**config.mk**
```make
export PLATFORM = sky130hd
export DESIGN_NAME = video_gen
export DESIGN_NICKNAME = d
export VERILOG_FILES = /design/src/verilog/video_pkg.sv /design/src/verilog/video_timing.sv /design/src/verilog/video_regs.sv /design/src/verilog/line_fetch.sv /design/src/verilog/pixel_shifter.sv /design/src/verilog/video_gen.sv
export SDC_FILE = /design/constraint.sdc
export NUM_CORES = 1
export LEC_CHECK = 0
export BUFFER_PORTS_ARGS = -buffer_cell sky130_fd_sc_hd__clkbuf_2
export CORE_UTILIZATION = 64
export DETAILED_ROUTE_END_ITERATION = 7
export GPL_ROUTABILITY_DRIVEN = 0
export PLACE_DENSITY_LB_ADDON = 0.15
export SETUP_SLACK_MARGIN = 0.3
export SYNTH_ARGS = -nofsm -noshare
export SYNTH_HDL_FRONTEND = slang
export SYNTH_HIERARCHICAL = 1
export SYNTH_SLANG_ARGS = --single-unit
```
**constraint.sdc**
```tcl
create_clock -name clk -period 4.2 [get_ports clk]
set_input_delay 0.21 -clock clk [delete_from_list [all_inputs] [get_ports clk]]
set_output_delay 0.21 -clock clk [all_outputs]
set_load 0.05 [all_outputs]
```
**src/verilog/video_pkg.sv**
```systemverilog
// video generator definitions: mode constants, register map and shared types
`default_nettype none

package video_pkg;

    // tiny mode, 48 x 12 total with 32 x 8 visible
    localparam int H_TOTAL          = 48;   // pixel clocks per line
    localparam int H_OFFSCREEN      = 16;   // blank pixels before visible
    localparam int H_SYNC_START     = 4;
    localparam int H_SYNC_END       = 10;   // hsync high for h_count in [start, end)
    localparam int VISIBLE_WIDTH    = 32;
    localparam int VISIBLE_HEIGHT   = 8;
    localparam int V_TOTAL          = 12;   // lines per frame
    localparam int V_SYNC_START     = 9;
    localparam int V_SYNC_END       = 10;

    // line fetch
    localparam int FETCH_LEAD       = 8;    // clocks ahead of first visible pixel
    localparam int FETCH_CREDITS    = 2;    // shifter word buffer depth

    // counter widths
    localparam int H_W              = 6;
    localparam int V_W              = 4;

    typedef logic [15:0]    word_t;
    typedef logic [15:0]    addr_t;         // vram word address
    typedef logic [7:0]     color_t;        // palette index
    typedef logic [H_W-1:0] hres_t;
    typedef logic [V_W-1:0] vres_t;
    typedef logic [3:0]     reg_num_t;

    localparam color_t DEFAULT_BORDER   = 8'h08;
    localparam int DEFAULT_LINE_LEN     = VISIBLE_WIDTH / 2;   // two pixels per word

    // register map
    localparam reg_num_t XR_VID_CTRL    = 4'h0;
    localparam reg_num_t XR_VID_INTR    = 4'h1;     // write only
    localparam reg_num_t XR_VID_LEFT    = 4'h2;
    localparam reg_num_t XR_VID_RIGHT   = 4'h3;
    localparam reg_num_t XR_SCANLINE    = 4'h4;     // read only
    localparam reg_num_t XR_VID_HSIZE   = 4'h5;     // read only
    localparam reg_num_t XR_VID_VSIZE   = 4'h6;     // read only
    localparam reg_num_t XR_PA_GFX_CTRL = 4'h8;
    localparam reg_num_t XR_PA_DISP_ADDR = 4'h9;
    localparam reg_num_t XR_PA_LINE_LEN = 4'hA;

    // playfield graphics control word
    typedef struct packed {
        color_t     colorbase;      // xor'd into every pixel index
        logic       blank;
        logic [6:0] reserved;
    } gfx_ctrl_t;

    // register write word, raw value or gfx control fields
    typedef union packed {
        word_t      raw;
        gfx_ctrl_t  gfx;
    } reg_word_u;

    typedef struct packed {
        color_t     border;
        hres_t      left;           // first window pixel
        hres_t      right;          // one past last window pixel
        color_t     colorbase;
        logic       blank;
        addr_t      start_addr;
        word_t      line_len;       // words per line
    } vid_cfg_t;

    typedef struct packed {
        hres_t      h_count;
        vres_t      v_count;
        logic       h_visible;
        logic       v_visible;
        logic       hsync;
        logic       vsync;
        logic       fetch_start;    // one clock, visible unblanked lines only
        logic       end_of_line;
        logic       end_of_frame;
        logic       end_of_visible;
    } raster_t;

    typedef struct packed {
        logic       valid;
        word_t      data;
    } fetch_word_t;

endpackage

`default_nettype wire

```
**src/verilog/video_timing.sv**
```systemverilog
// raster timing generator: line and frame counters, sync, visibility and line strobes
`default_nettype none

module video_timing (
    input  wire logic               clk,
    input  wire logic               reset_i,
    input  wire logic               cfg_blank_i,    // playfield blanked, no fetch
    output video_pkg::raster_t      raster_o
);

    video_pkg::hres_t   h_count;
    video_pkg::vres_t   v_count;
    video_pkg::hres_t   h_next;
    video_pkg::vres_t   v_next;
    logic               hsync;
    logic               vsync;
    logic               end_of_line;
    logic               last_line;
    logic               v_visible;

    // next counter values
    always_comb begin
        end_of_line = (h_count == $bits(h_count)'(video_pkg::H_TOTAL - 1));
        last_line   = (v_count == $bits(v_count)'(video_pkg::V_TOTAL - 1));
        h_next      = end_of_line ? '0 : h_count + $bits(h_count)'(1);
        v_next      = v_count;
        if (end_of_line) begin
            v_next  = last_line ? '0 : v_count + $bits(v_count)'(1);
        end
    end

    // sync registered from next count so it lines up with the counters
    always_ff @(posedge clk) begin
        if (reset_i) begin
            h_count <= '0;
            v_count <= '0;
            hsync   <= 1'b0;
            vsync   <= 1'b0;
        end else begin
            h_count <= h_next;
            v_count <= v_next;
            hsync   <= (h_next >= $bits(h_next)'(video_pkg::H_SYNC_START)) &&
                       (h_next <  $bits(h_next)'(video_pkg::H_SYNC_END));
            vsync   <= (v_next >= $bits(v_next)'(video_pkg::V_SYNC_START)) &&
                       (v_next <  $bits(v_next)'(video_pkg::V_SYNC_END));
        end
    end

    assign v_visible = (v_count < $bits(v_count)'(video_pkg::VISIBLE_HEIGHT));

    always_comb begin
        raster_o.h_count        = h_count;
        raster_o.v_count        = v_count;
        raster_o.h_visible      = (h_count >= $bits(h_count)'(video_pkg::H_OFFSCREEN));
        raster_o.v_visible      = v_visible;
        raster_o.hsync          = hsync;
        raster_o.vsync          = vsync;
        raster_o.fetch_start    = v_visible && !cfg_blank_i &&
            (h_count == $bits(h_count)'(video_pkg::H_OFFSCREEN - video_pkg::FETCH_LEAD));
        raster_o.end_of_line    = end_of_line;
        raster_o.end_of_frame   = end_of_line && last_line;
        raster_o.end_of_visible = end_of_line &&
            (v_count == $bits(v_count)'(video_pkg::VISIBLE_HEIGHT - 1));
    end

endmodule

`default_nettype wire

```
**src/verilog/video_regs.sv**
```systemverilog
// video register file: write decode, registered readback and video interrupt
`default_nettype none

module video_regs (
    input  wire logic                   clk,
    input  wire logic                   reset_i,
    input  wire logic                   reg_wr_i,       // register write strobe
    input  wire video_pkg::reg_num_t    reg_num_i,
    input  wire video_pkg::reg_word_u   reg_data_i,
    input  wire video_pkg::raster_t     raster_i,
    output video_pkg::word_t            reg_data_o,     // one clock after reg_num_i
    output logic                        video_intr_o,
    output video_pkg::vid_cfg_t         cfg_o
);

    video_pkg::gfx_ctrl_t   gfx_rd;         // gfx control readback view
    video_pkg::word_t       rd_word;
    logic                   intr_wr;

    assign intr_wr = reg_wr_i && (reg_num_i == video_pkg::XR_VID_INTR);

    // register writes
    always_ff @(posedge clk) begin
        if (reset_i) begin
            cfg_o.border        <= video_pkg::DEFAULT_BORDER;
            cfg_o.left          <= '0;
            cfg_o.right         <= $bits(cfg_o.right)'(video_pkg::VISIBLE_WIDTH);
            cfg_o.colorbase     <= '0;
            cfg_o.blank         <= 1'b1;        // playfield starts blanked
            cfg_o.start_addr    <= '0;
            cfg_o.line_len      <= $bits(cfg_o.line_len)'(video_pkg::DEFAULT_LINE_LEN);
        end else if (reg_wr_i) begin
            case (reg_num_i)
                video_pkg::XR_VID_CTRL: begin
                    cfg_o.border        <= reg_data_i.raw[7:0];
                end
                video_pkg::XR_VID_LEFT: begin
                    cfg_o.left          <= reg_data_i.raw[video_pkg::H_W-1:0];
                end
                video_pkg::XR_VID_RIGHT: begin
                    cfg_o.right         <= reg_data_i.raw[video_pkg::H_W-1:0];
                end
                video_pkg::XR_PA_GFX_CTRL: begin
                    cfg_o.colorbase     <= reg_data_i.gfx.colorbase;
                    cfg_o.blank         <= reg_data_i.gfx.blank;
                end
                video_pkg::XR_PA_DISP_ADDR: begin
                    cfg_o.start_addr    <= reg_data_i.raw;  // takes effect next frame
                end
                video_pkg::XR_PA_LINE_LEN: begin
                    cfg_o.line_len      <= reg_data_i.raw;
                end
                default: begin
                end
            endcase
        end
    end

    // one clock pulse at end of visible area or on software trigger
    always_ff @(posedge clk) begin
        if (reset_i) begin
            video_intr_o <= 1'b0;
        end else begin
            video_intr_o <= raster_i.end_of_visible || intr_wr;
        end
    end

    // readback mux
    always_comb begin
        gfx_rd.colorbase    = cfg_o.colorbase;
        gfx_rd.blank        = cfg_o.blank;
        gfx_rd.reserved     = '0;       // reads as zero

        case (reg_num_i)
            video_pkg::XR_VID_CTRL:     rd_word = {8'h00, cfg_o.border};
            video_pkg::XR_VID_LEFT:     rd_word = 16'(cfg_o.left);
            video_pkg::XR_VID_RIGHT:    rd_word = 16'(cfg_o.right);
            video_pkg::XR_SCANLINE:     rd_word = 16'(raster_i.v_count);   // live line
            video_pkg::XR_VID_HSIZE:    rd_word = 16'(video_pkg::VISIBLE_WIDTH);
            video_pkg::XR_VID_VSIZE:    rd_word = 16'(video_pkg::VISIBLE_HEIGHT);
            video_pkg::XR_PA_GFX_CTRL:  rd_word = gfx_rd;
            video_pkg::XR_PA_DISP_ADDR: rd_word = cfg_o.start_addr;
            video_pkg::XR_PA_LINE_LEN:  rd_word = cfg_o.line_len;
            default:                    rd_word = '0;
        endcase
    end

    always_ff @(posedge clk) begin
        reg_data_o <= rd_word;
    end

endmodule

`default_nettype wire

```
**src/verilog/line_fetch.sv**
```systemverilog
// playfield line fetcher: per-line vram addressing with credit-limited reads
`default_nettype none

module line_fetch (
    input  wire logic                   clk,
    input  wire logic                   reset_i,
    input  wire video_pkg::raster_t     raster_i,
    input  wire video_pkg::vid_cfg_t    cfg_i,
    input  wire logic                   credit_i,       // one word consumed by shifter
    output logic                        vram_sel_o,
    output video_pkg::addr_t            vram_addr_o,
    input  wire video_pkg::word_t       vram_data_i,
    output video_pkg::fetch_word_t      word_o
);

    video_pkg::addr_t   line_base;      // first word of current line
    video_pkg::addr_t   word_ptr;       // next word to read
    logic [1:0]         credits;        // free shifter buffer slots
    logic               rd_pending;     // read issued last clock

    // a read every clock while the shifter has room
    assign vram_sel_o   = (credits != 2'd0);
    assign vram_addr_o  = word_ptr;

    // line base, reloaded each frame and stepped each line
    always_ff @(posedge clk) begin
        if (reset_i) begin
            line_base <= '0;
        end else if (raster_i.end_of_frame) begin
            line_base <= cfg_i.start_addr;
        end else if (raster_i.end_of_line) begin
            line_base <= line_base + cfg_i.line_len;
        end
    end

    always_ff @(posedge clk) begin
        if (raster_i.fetch_start) begin
            word_ptr <= line_base;
        end else if (vram_sel_o) begin
            word_ptr <= word_ptr + $bits(word_ptr)'(1);
        end
    end

    // credit count, refilled at line start
    always_ff @(posedge clk) begin
        if (reset_i) begin
            credits     <= '0;
            rd_pending  <= 1'b0;
        end else begin
            rd_pending  <= vram_sel_o;
            if (raster_i.fetch_start) begin
                credits <= $bits(credits)'(video_pkg::FETCH_CREDITS);
            end else begin
                credits <= credits - $bits(credits)'(vram_sel_o)
                                   + $bits(credits)'(credit_i);
            end
        end
    end

    // fixed one clock vram latency, data goes straight on
    always_comb begin
        word_o.valid    = rd_pending;
        word_o.data     = vram_data_i;
    end

endmodule

`default_nettype wire

```
**src/verilog/pixel_shifter.sv**
```systemverilog
// playfield pixel shifter: word buffer, byte select, colourbase xor, border and output regs
`default_nettype none

module pixel_shifter (
    input  wire logic                   clk,
    input  wire logic                   reset_i,
    input  wire video_pkg::raster_t     raster_i,
    input  wire video_pkg::vid_cfg_t    cfg_i,
    input  wire video_pkg::fetch_word_t word_i,
    output logic                        credit_o,       // pulse per word popped
    output video_pkg::color_t           color_index_o,
    output logic                        dv_de_o,
    output logic                        hsync_o,
    output logic                        vsync_o
);

    typedef struct packed {
        logic   de;
        logic   hsync;
        logic   vsync;
        logic   win;        // inside active window, not blanked
        logic   odd;        // low byte of word
    } pix_pos_t;

    typedef struct packed {
        logic               de;
        logic               hsync;
        logic               vsync;
        logic               win;
        video_pkg::color_t  pix;
    } pix_data_t;

    video_pkg::word_t   buf_mem [2];
    logic               wr_ptr;
    logic               rd_ptr;
    logic [1:0]         count;
    video_pkg::hres_t   x_pos;
    video_pkg::word_t   head;
    logic               visible;
    logic               pop;
    pix_pos_t           s0;
    pix_pos_t           s1;
    pix_data_t          s2;

    // pixel position from raster
    always_comb begin
        x_pos   = raster_i.h_count - $bits(x_pos)'(video_pkg::H_OFFSCREEN);
        visible = raster_i.h_visible && raster_i.v_visible;
        s0.de   = visible;
        s0.hsync = raster_i.hsync;
        s0.vsync = raster_i.vsync;
        s0.win  = visible && !cfg_i.blank &&
                  (x_pos >= cfg_i.left) && (x_pos < cfg_i.right);
        s0.odd  = x_pos[0] ^ cfg_i.left[0];     // parity of x - left
    end

    assign head     = buf_mem[rd_ptr];
    assign pop      = s1.win && s1.odd && (count != 2'd0);
    assign credit_o = pop;

    always_ff @(posedge clk) begin
        if (word_i.valid) begin
            buf_mem[wr_ptr] <= word_i.data;
        end
    end

    // two word fifo, emptied at line fetch start
    always_ff @(posedge clk) begin
        if (reset_i || raster_i.fetch_start) begin
            wr_ptr  <= 1'b0;
            rd_ptr  <= 1'b0;
            count   <= '0;
        end else begin
            if (word_i.valid) begin
                wr_ptr <= ~wr_ptr;
            end
            if (pop) begin
                rd_ptr <= ~rd_ptr;
            end
            count <= count + $bits(count)'(word_i.valid) - $bits(count)'(pop);
        end
    end

    // three stage pipeline, output three clocks after h_count
    always_ff @(posedge clk) begin
        if (reset_i) begin
            s1              <= '0;
            s2              <= '0;
            color_index_o   <= '0;
            dv_de_o         <= 1'b0;
            hsync_o         <= 1'b0;
            vsync_o         <= 1'b0;
        end else begin
            s1              <= s0;
            s2.de           <= s1.de;
            s2.hsync        <= s1.hsync;
            s2.vsync        <= s1.vsync;
            s2.win          <= s1.win;
            s2.pix          <= s1.odd ? head[7:0] : head[15:8];     // high byte first
            dv_de_o         <= s2.de;
            hsync_o         <= s2.hsync;
            vsync_o         <= s2.vsync;
            if (!s2.de) begin
                color_index_o <= '0;
            end else if (s2.win) begin
                color_index_o <= s2.pix ^ cfg_i.colorbase;
            end else begin
                color_index_o <= cfg_i.border;
            end
        end
    end

endmodule

`default_nettype wire

```
**src/verilog/video_gen.sv**
```systemverilog
// raster video generator top: timing, registers, line fetch and pixel shifter
`default_nettype none

module video_gen (
    input  wire logic                   clk,
    input  wire logic                   reset_i,
    // register access
    input  wire logic                   reg_wr_i,
    input  wire video_pkg::reg_num_t    reg_num_i,
    input  wire video_pkg::reg_word_u   reg_data_i,
    output video_pkg::word_t            reg_data_o,
    output logic                        video_intr_o,
    // vram read port
    output logic                        vram_sel_o,
    output video_pkg::addr_t            vram_addr_o,
    input  wire video_pkg::word_t       vram_data_i,
    // video out
    output video_pkg::color_t           color_index_o,
    output logic                        dv_de_o,
    output logic                        hsync_o,
    output logic                        vsync_o,
    output logic                        h_blank_o,
    output logic                        v_blank_o
);

    video_pkg::raster_t     raster;
    video_pkg::vid_cfg_t    cfg;
    video_pkg::fetch_word_t fetch_word;
    logic                   credit;

    assign h_blank_o = ~raster.h_visible;
    assign v_blank_o = ~raster.v_visible;

    video_timing u_timing (
        .clk            (clk),
        .reset_i        (reset_i),
        .cfg_blank_i    (cfg.blank),
        .raster_o       (raster)
    );

    video_regs u_regs (
        .clk            (clk),
        .reset_i        (reset_i),
        .reg_wr_i       (reg_wr_i),
        .reg_num_i      (reg_num_i),
        .reg_data_i     (reg_data_i),
        .raster_i       (raster),
        .reg_data_o     (reg_data_o),
        .video_intr_o   (video_intr_o),
        .cfg_o          (cfg)
    );

    line_fetch u_fetch (
        .clk            (clk),
        .reset_i        (reset_i),
        .raster_i       (raster),
        .cfg_i          (cfg),
        .credit_i       (credit),
        .vram_sel_o     (vram_sel_o),
        .vram_addr_o    (vram_addr_o),
        .vram_data_i    (vram_data_i),
        .word_o         (fetch_word)
    );

    pixel_shifter u_shifter (
        .clk            (clk),
        .reset_i        (reset_i),
        .raster_i       (raster),
        .cfg_i          (cfg),
        .word_i         (fetch_word),
        .credit_o       (credit),
        .color_index_o  (color_index_o),
        .dv_de_o        (dv_de_o),
        .hsync_o        (hsync_o),
        .vsync_o        (vsync_o)
    );

endmodule

`default_nettype wire

```
==> results.tsv, run 1 <==
metric	value	unit
most frequent cells in the layout	dfxtp_1, a21oi_1, clkbuf_2	
post-layout util	0.733	
Worst Path Arrival	3.14	ns
CTS Buf Count	17	
Ys Warns	6	
post-synthesis simple-gate area fraction	0.178	
XOR/XNOR Fraction of Synth Area	0.0357	
CP max stage cell	nor3_2	
fin crit share	0.672	
Synth Cell Area	0.00933	mm2
min cycle time layout	2.82	ns
register area share after synthesis	0.459	
vias	7550	
DP Wirelength	15100	um
reg2reg setup slack	1.38	ns
Reg2Reg Launch Point	u_timing/h_count[0]	
status	finished clean	
most common library cell in the layout ignoring fill and taps	dfxtp_1	
Routed Antenna Nets	0	
Starting Density	0.664	
Largest delay share family, worst path	simple AND/OR/NAND/NOR gates	
critical path class	reg2reg	
CTS Root Cell	clkbuf_16	
Synth Area in Adders	0.0464	
Std-Cell Rows	43	
vias in the first global route	7070	
worst vdd ir	392	uV
stages on the worst setup path	7	
total clock sinks	190	
ys flop type	dfxtp_1	
Worst-Skew Late Latency	0.43	ns
share of layout cells above drive strength 1	0.154	
PortBufs	85	
worst stage delay on the critical path	0.75	ns
Pleak	0.00385	uW
WL final	22900	um
H-tree depth	4	
Netlist cell types	73	
Max Freq	354	MHz
syn nets	1052	
largest family of logic cells by synthesized area	simple AND/OR/NAND/NOR gates	
TritonCTS clock tree	built	
post-DR vias/cell	6.24	
metal1 wirelength	9910	um
postcts setup bufs	0	
Die X	123	um
chip height	123	um
CTS max path bufs	2	
crit path cell chain	ha_1 > and3_4 > nand2_4 > nor3_2 > or3_1 > nor2_1 > a311o_1	
EDFF count, synth	48	
capture point of the worst reg-to-reg path	u_fetch/line_base[15]	
crit path from	u_timing/h_count[0]	
final hold vios	0	
Seq cells post-synth	190	
# IOs	86	
Synth Area in Compound Gates	0.169	
clk slew on worst S/H paths	0.08	ns
first-pass GRT wire length	36600	um
CP endpoint	u_fetch/line_base[15]	
R2R cell count	7	
max layer used	met4	
GRT Util Overall	0.320	
die area	0.0151	mm2
HP Class	in2reg	
# diodes	0	
Slew HR	0.370	
DR pass1 iterations	5	
worst-path fanout max	15	
Setup-failing EPs final	0	
Area growth syn-to-layout	10.4	%
Crit. End Element	flop	
CP bufs+invs	0	
Avg Inst Size Synth	9.53	um2
GRT Residual Overflow	0	
DR WL/cell	18.9	um
max_cap viols	0	
CTS Hold Bufs	16	
Clock Skews	0.0108	ns
met3 WL	1600	um
Fin Setup TNS	0	ns
Post-CTS Resized	0	
Nets	1090	
Syn Inst Count	979	
Synth async-reset ratio	0	
Tightest Pin Transition	0.944	ns
initial antenna violation count	0	
Cell Pwr Density	364	mW/mm2
# DRC	0	
Met2 Wirelength	10800	um
Slew Viols, Final	0	
unrepaired setup endpoints after global routing	false	
Starting DRT DRC Count	923	
pin count of the biggest net entering global routing	70	
Critical Path RT	4.52	ns
startpoint class of the critical path	flop	
multiplexer share of the synthesized area	0.0401	
Core ar.	0.0140	mm2
[cell usage after synthesis (9+ instances only)]
library cell  count  area, um2
nand2b_1         10       62.6
a211oi_1         14        105
nor3_1           20        100
buf_4            31        233
nor2b_1          22        138
nand3_1          79        395
xnor2_1          31        272
o21ai_0          74        370
ha_1             33        413
mux2i_1          16        160
clkbuf_1         30        113
dfxtp_1         142       2840
nor2_1           48        180
a2bb2oi_1         9       78.8
edfxtp_1         48       1440
a21oi_1          99        495
o21ai_1          15       75.1
nor3b_1          15        113
nand2_1          43        161
buf_2            23        115
inv_1            34        128
[worst min path at each step]
stage          slack, ns                       end             from  depth (start not counted)
2_1_floorplan       0.27           u_shifter/s2[7]          reset_i                          1
3_3_place_gp        0.40   u_shifter/buf_mem[0][3]   vram_data_i[3]                          1
3_5_place_dp        0.40  u_shifter/buf_mem[0][13]  vram_data_i[13]                          1
4_1_cts             0.04          u_regs/cfg_o[13]   reg_data_i[13]                          3
5_1_grt             0.04          u_regs/cfg_o[38]   reg_data_i[13]                          3
6_report            0.05          u_regs/cfg_o[38]   reg_data_i[13]                          3
[cell families (layout without fill, tap and decap cells)]
group | Yosys count | count (layout)
flip-flops | 190 | 190
multiplexers | 27 | 27
XOR/XNOR | 38 | 38
AO/OA/AOI/OAI | 263 | 263
adder cells (fa/ha/maj) | 34 | 34
AND/OR/NAND/NOR | 299 | 299
buffers and inverters | 128 | 179
[layer usage]
metal / vias to the layer above / global-route usage
li1: 3580 / -
met1: 3587 / 0.429
met2: 340 / 0.515
met3: 43 / 0.0627
met4: 0 / 0.113
met5: - / 0
[registers in the layout (all words and copies together) (netlist names), 2 cells and up, named ones only]
register                 flops
u_fetch/vram_addr_o         16
u_shifter/color_index_o      8
u_fetch/credits              2
u_shifter/count              2
u_shifter/s2                12
u_shifter/s1                 5
u_timing/h_count             6
u_fetch/line_base           16
u_timing/v_count             4
u_regs/cfg_o                61
u_regs/reg_data_o           16
u_shifter/buf_mem           32
[area by class of cell]
cell class	instances	area (um2)
sequential	190	4280
clock inverter	15	183
inverter	36	135
fill	1030	3740
tap	180	225
clock buffer	17	425
timing repair buffer	111	663
multi-input combinational	661	4380
[worst min-delay path: stages]
cell and delay [ns]:
clkbuf_2 0.11, nand3_1 0.07, a21oi_1 0.05
[metrics by stage]
step / cells / hold WS, ns / total power (uW) / setup WS [ns] / area [um2]
after floorplan: 979 / 0.274 / 2090 / 1.92 / 9330
after detailed placement: 1162 / 0.403 / 2140 / 1.46 / 9530
after CTS: 1210 / 0.0417 / 3760 / 1.42 / 10300
after global routing: 1210 / 0.0402 / 3870 / 1.17 / 10300
final: 1210 / 0.0531 / 3750 / 1.38 / 10300
after global placement: 1162 / 0.398 / 2140 / 1.54 / 9530
[report_power, final]
group	internal [uW]	total (uW)	switching, uW
logic	75.9	216	140
clock network	858	1630	772
registers	1890	1900	17.7
(Power assumes the default switching activity.)
==> run 2: changes to the inputs <==
ABC_AREA = 1   (was not set)
CORE_UTILIZATION = 60   (was 64)
clock period = 2.9 ns   (was 4.2 ns; I/O delays follow)
==> run 2 against run 1 <==
Area after synthesis rose by 4.3%. Flip-flop and latch count did not move. Combinational power rose by 46%. Non-clock buffer count rose by 8. Critical path type unchanged. Cell count rose by 35%. Largest power group unchanged. Critical endpoint is now u_fetch/line_base[0]. Largest cell class unchanged.
==> results.tsv, run 2 <==
metric	value	unit	change
vias	8294		+9.9%
area taken by multi-input logic gates	0.00432	mm2	-1.5%
CTS max path bufs	2		unchanged
most frequent cells in the layout	nand2_1, nor2_1, inv_1		
CTS Root Cell	clkbuf_16		
commonest cells in the netlist	nand2_1, nor2_1, inv_1, dfxtp_1, nand3_1		
die area	0.0167	mm2	+11%
Setup-failing EPs final	0		unchanged
worst-path fanout max	16		+1
Core ar.	0.0158	mm2	+13%
Starting Density	0.614		-0.0499
Ys Warns	6		unchanged
Reg2Reg Launch Point	u_timing/h_count[0]		
Worst Path Arrival	2.56	ns	-0.58 ns
max_cap viols	0		unchanged
H-tree depth	4		unchanged
Crit. End Element	flop		
Largest regs	u_regs/cfg_o (61), u_shifter/buf_mem (32)		
Reg area	0.00428	mm2	unchanged
Nets	1483		+36%
Tightest Pin Transition	0.826	ns	-0.117 ns
Synth area leader	dfxtp_1		
crit path from	u_timing/h_count[0]		
total clock sinks	190		unchanged
fin crit share	0.767		+0.0952
Netlist cell types	45		-38%
CP bufs+invs	2		+2
post-DR vias/cell	5.06		-19%
Largest delay share family, worst path	simple AND/OR/NAND/NOR gates		
# DRC	0		unchanged
unrepaired setup endpoints after global routing	false		
worst vdd ir	594	uV	+52%
Routed Antenna Nets	0		unchanged
Seq cells post-synth	190		unchanged
postcts setup bufs	0		unchanged
critical path class	reg2reg		
post-layout util	0.693		-0.0408
Slew HR	0.449		+0.0790
GRT Residual Overflow	0		unchanged
Pleak	0.00538	uW	+40%
chip height	129	um	+5.4%
first-pass GRT wire length	37400	um	+2.1%
status	finished clean		
ys flop type	dfxtp_1		
top cells by area, synth	dfxtp_1, edfxtp_1, nand2_1		
GRT Util Overall	0.295		-0.0250
Clock Skews	0.0105	ns	-0.000262 ns
PortBufs	85		unchanged
top-area cell type share of the netlist area	0.292		-0.0124
syn nets	1405		+34%
final hold vios	0		unchanged
DR WL/cell	14.4	um	-24%
# diodes	0		unchanged
Max Freq	450	MHz	+27%
register bank with the most flops	u_regs/cfg_o		
# IOs	86		unchanged
initial antenna violation count	0		unchanged
Synth Cell Area	0.00972	mm2	+4.3%
setup slack at placement	0.511	ns	-0.945 ns
vias in the first global route	7515		+6.3%
Worst Hold Launch	reg_data_i[11]		
most common library cell in the layout ignoring fill and taps	nand2_1		
HP Class	in2reg		
register area share after synthesis	0.441		-0.0187
DP Wirelength	16800	um	+11%
Fin Setup TNS	0	ns	unchanged
Critical Path RT	3.24	ns	-1.28 ns
CP max stage cell	dfxtp_1		
WL final	23600	um	+3.1%
CTS Buf Count	17		unchanged
share of layout cells above drive strength 1	0.124		-0.0307
crit-path most repeated cell	nand2_1		
Std-Cell Rows	46		+7.0%
pin count of the biggest net entering global routing	55		-21%
Placed Area	0.0101	mm2	+6.1%
clk slew on worst S/H paths	0.08	ns	about the same
min cycle time layout	2.22	ns	-0.597 ns
Die X	129	um	+5.4%
crit path cell chain	ha_1 > nand3_4 > nor2_8 > nand2_1 > inv_1 > nor2_2 > a22oi_1 > nand2_1 > nand2_1 > inv_1		
DR pass1 iterations	7		+2
Avg Inst Size Synth	7.30	um2	-23%
Slew Viols, Final	0		unchanged
Syn Inst Count	1332		+36%
Synth async-reset ratio	0		unchanged
worst stage delay on the critical path	0.47	ns	-0.28 ns
startpoint class of the critical path	flop		
final hold slack	0.0134	ns	-0.0396 ns
Cell Pwr Density	494	mW/mm2	+36%
TritonCTS clock tree	built		
Fillers	1309		+27%
Starting DRT DRC Count	778		-16%
top-count cell post-synth	nand2_1		
Final Cell Area	0.0110	mm2	+6.5%
Worst-Skew Late Latency	0.44	ns	about the same
EDFF count, synth	48		unchanged
Final WS setup	0.675	ns	-0.703 ns
max FFs per register	61		unchanged
Area growth syn-to-layout	12.8	%	
[run 2: worst paths after layout]
| check | end | slack, ns | depth (start not counted) |
|---|---|---|---|
| worst max-delay path | u_fetch/line_base[0] | 0.68 | 10 |
| worst min-delay path | u_regs/cfg_o[36] | 0.01 | 3 |
| worst max register to register | u_fetch/line_base[0] | 0.68 | 10 |
| worst min register to register | u_shifter/s2[10] | 0.41 | 2 |
[run 2: worst reg2reg max path: cells and delay by family (launching register included)]
family / cells / cell delay [ns]
AOI/OAI and AO/OA: 1 / 0.19
adders and majority gates: 1 / 0.31
buffers and inverters: 2 / 0.36
DFF: 1 / 0.47
and+or+nand+nor: 6 / 0.80
[run 2: area by class of cell]
type | instances | share of cell area
Clock buffer | 17 | 0.0388
Clock inverter | 15 | 0.0144
Inverter | 198 | 0.0682
Multi-Input combinational cell | 884 | 0.394
Sequential cell | 190 | 0.391
Tap cell | 216 | 0.0247
Timing Repair Buffer | 119 | 0.0692
[run 2: per-stage QoR]
stage / cells / power [uW]
floorplan: 1332 / 3030
global placement: 1581 / 3110
detailed placement: 1581 / 3120
CTS: 1639 / 5420
global route: 1639 / 5590
finish: 1639 / 5410
[run 2: metal layers]
layer,GRT usage,vias up,share of wire
met5,0,-,0
met4,0.102,0,0.021
met3,0.0537,40,0.052
met2,0.502,257,0.49
met1,0.377,3738,0.44
li1,-,4259,-
[run 2: repair_timing]
| action | CTS | global route |
|---|---|---|
| gates resized for setup | 0 | 1 |
| endpoints found under the setup margin | 0 | 16 |
| hold buffers | 26 | 0 |
| endpoints found under the hold margin | 47 | 0 |
[run 2: kinds of logic after synthesis]
| logic type | share of synthesized area |
|---|---|
| xor+xnor | 0.0180 |
| flops | 0.441 |
| simple gates | 0.323 |
| fa+ha+maj | 0.0445 |
| compound gates | 0.0580 |
| buf+inv | 0.116 |
[run 2: power breakdown]
group / switching (uW) / total, uW / internal, uW
Clock: 1160 / 2320 / 1160
Sequential: 33.3 / 2770 / 2740
Combinational: 201 / 315 / 114
==> run 3: changes to the inputs <==
clock period = 2.1 ns   (was 2.9 ns; I/O delays follow)
==> run 3 against run 2 <==
Maximum frequency grew 26%. Flip-flop and latch count did not move. First-iteration DRC count fell by 14%. Setup slack got worse by 0.34 ns. Worst hold slack better by 0.062 ns. Die area unchanged. Core utilization grew 1.7 points.
==> results.tsv, run 3 (synthesized netlist as in run 2, its figures left out) <==
metric	value	unit	change
status	finished clean		
Cell Pwr Density	661	mW/mm2	+34%
post-layout util	0.709		+0.0165
Fin Setup TNS	0	ns	unchanged
crit path cell chain	ha_4 > nand3_4 > nor2_8 > nand2_1 > inv_1 > nor2_2 > buf_4 > a22oi_1 > nand2_1 > nand2_1 > inv_1		
worst-path fanout max	16		unchanged
Setup-failing EPs final	0		unchanged
CP bufs+invs	3		+1
worst stage delay on the critical path	0.39	ns	-0.08 ns
vias in the first global route	7747		+3.1%
Core ar.	0.0158	mm2	unchanged
CTS Buf Count	17		unchanged
final hold vios	0		unchanged
max_cap viols	0		unchanged
Largest delay share family, worst path	simple AND/OR/NAND/NOR gates		
Fillers	1288		-1.6%
first-pass GRT wire length	37500	um	+0.31%
most common library cell in the layout ignoring fill and taps	nand2_1		
Tightest Pin Transition	0.709	ns	-0.117 ns
# IOs	86		unchanged
WL final	23600	um	about the same
Area growth syn-to-layout	15.5	%	
# DRC	0		unchanged
die area	0.0167	mm2	unchanged
Worst Path Arrival	2.10	ns	-0.46 ns
H-tree depth	4		unchanged
GRT Residual Overflow	0		unchanged
Starting Density	0.614		unchanged
crit-path most repeated cell	nand2_1		
vias	8494		+2.4%
Pleak	0.00549	uW	+2.1%
Largest regs	u_regs/cfg_o (61), u_shifter/buf_mem (32)		
initial antenna violation count	0		unchanged
HP Class	in2reg		
PortBufs	85		unchanged
worst vdd ir	653	uV	+9.8%
# diodes	0		unchanged
min cycle time layout	1.77	ns	-0.458 ns
Worst-Skew Late Latency	0.44	ns	about the same
Slew Viols, Final	0		unchanged
clk slew on worst S/H paths	0.07	ns	about the same
CP max stage cell	dfxtp_2		
Slew HR	0.525		+0.0768
Std-Cell Rows	46		unchanged
fin crit share	0.841		+0.0742
TritonCTS clock tree	built		
most frequent cells in the layout	nand2_1, nor2_1, inv_1		
DR pass1 iterations	8		+1
chip height	129	um	unchanged
final hold slack	0.0750	ns	+0.0616 ns
total clock sinks	190		unchanged
register bank with the most flops	u_regs/cfg_o		
Routed Antenna Nets	0		unchanged
PnR Total Power	7420	uW	+37%
Clock Skews	0.0110	ns	+0.000451 ns
DR WL/cell	14.2	um	-1.5%
Die X	129	um	unchanged
unrepaired setup endpoints after global routing	true		
post-DR vias/cell	5.10		+0.81%
share of layout cells above drive strength 1	0.148		+0.0240
Nets	1509		+1.8%
CTS Root Cell	clkbuf_16		
DP Wirelength	16800	um	about the same
startpoint class of the critical path	flop		
Critical Path RT	2.43	ns	-0.81 ns
CTS max path bufs	2		unchanged
pin count of the biggest net entering global routing	41		-25%
Crit. End Element	flop		
GRT Util Overall	0.292		-0.00273
Starting DRT DRC Count	670		-14%
max FFs per register	61		unchanged
Max Freq	566	MHz	+26%
critical path class	reg2reg		
## run 3: repair_timing
action	in CTS	in global routing
setup endpoints to repair	31	36
hold endpoints to repair	60	0
cloned	0	0
buffers inserted	0	7
hold buffers	32	0
pin swaps	0	3
gates resized for setup	3	18
## run 3: power by group
part | internal, uW | switching (uW)
clock network | 1590 | 1550
logic | 171 | 282
registers | 3790 | 41.8
total | 5540 | 1870
## run 3: path summary, 6_finish.rpt
check / end / from / cells after the start / slack, ns
worst max-delay path: u_fetch/line_base[0] / u_timing/h_count[1] / 11 / 0.33
worst max register to register: u_fetch/line_base[0] / u_timing/h_count[1] / 11 / 0.33
worst min register to register: u_shifter/s2[11] / u_shifter/s1[4] / 2 / 0.40
worst min-delay path: u_regs/cfg_o[32] / reg_wr_i / 3 / 0.08
## run 3: per-layer routing
metal	up-vias	routed length (um)	track usage
met5	-	0	0
met4	0	359	0.0948
met3	32	1260	0.0438
met2	281	11800	0.514
met1	3865	10200	0.369
li1	4316	-	-
## run 3: final cells by class
class | count | area (um2) | area share
clock buffer | 18 | 429 | 0.0382
clock inverter | 14 | 151 | 0.0135
inverter | 198 | 748 | 0.0667
multi-input combinational | 884 | 4370 | 0.390
sequential | 190 | 4300 | 0.383
tap | 216 | 270 | 0.0241
timing repair buffer | 145 | 956 | 0.0852
## run 3: stage by stage
stage,setup slack (ns),instance area [um2],std cells
final,0.333,11200,1665
after CTS,0.313,11100,1658
after global routing,0.209,11200,1665
after detailed placement,0.235,10200,1594
after global placement,0.280,10200,1594
after floorplan,0.0864,9740,1332
## run 3: worst register-to-register path, stage by stage (launching register included)
cell and delay [ns]:
dfxtp_2 0.39, ha_4 0.17, nand3_4 0.12, nor2_8 0.19, nand2_1 0.07, inv_1 0.14, nor2_2 0.05, buf_4 0.19
a22oi_1 0.15, nand2_1 0.07, nand2_1 0.07, inv_1 0.05
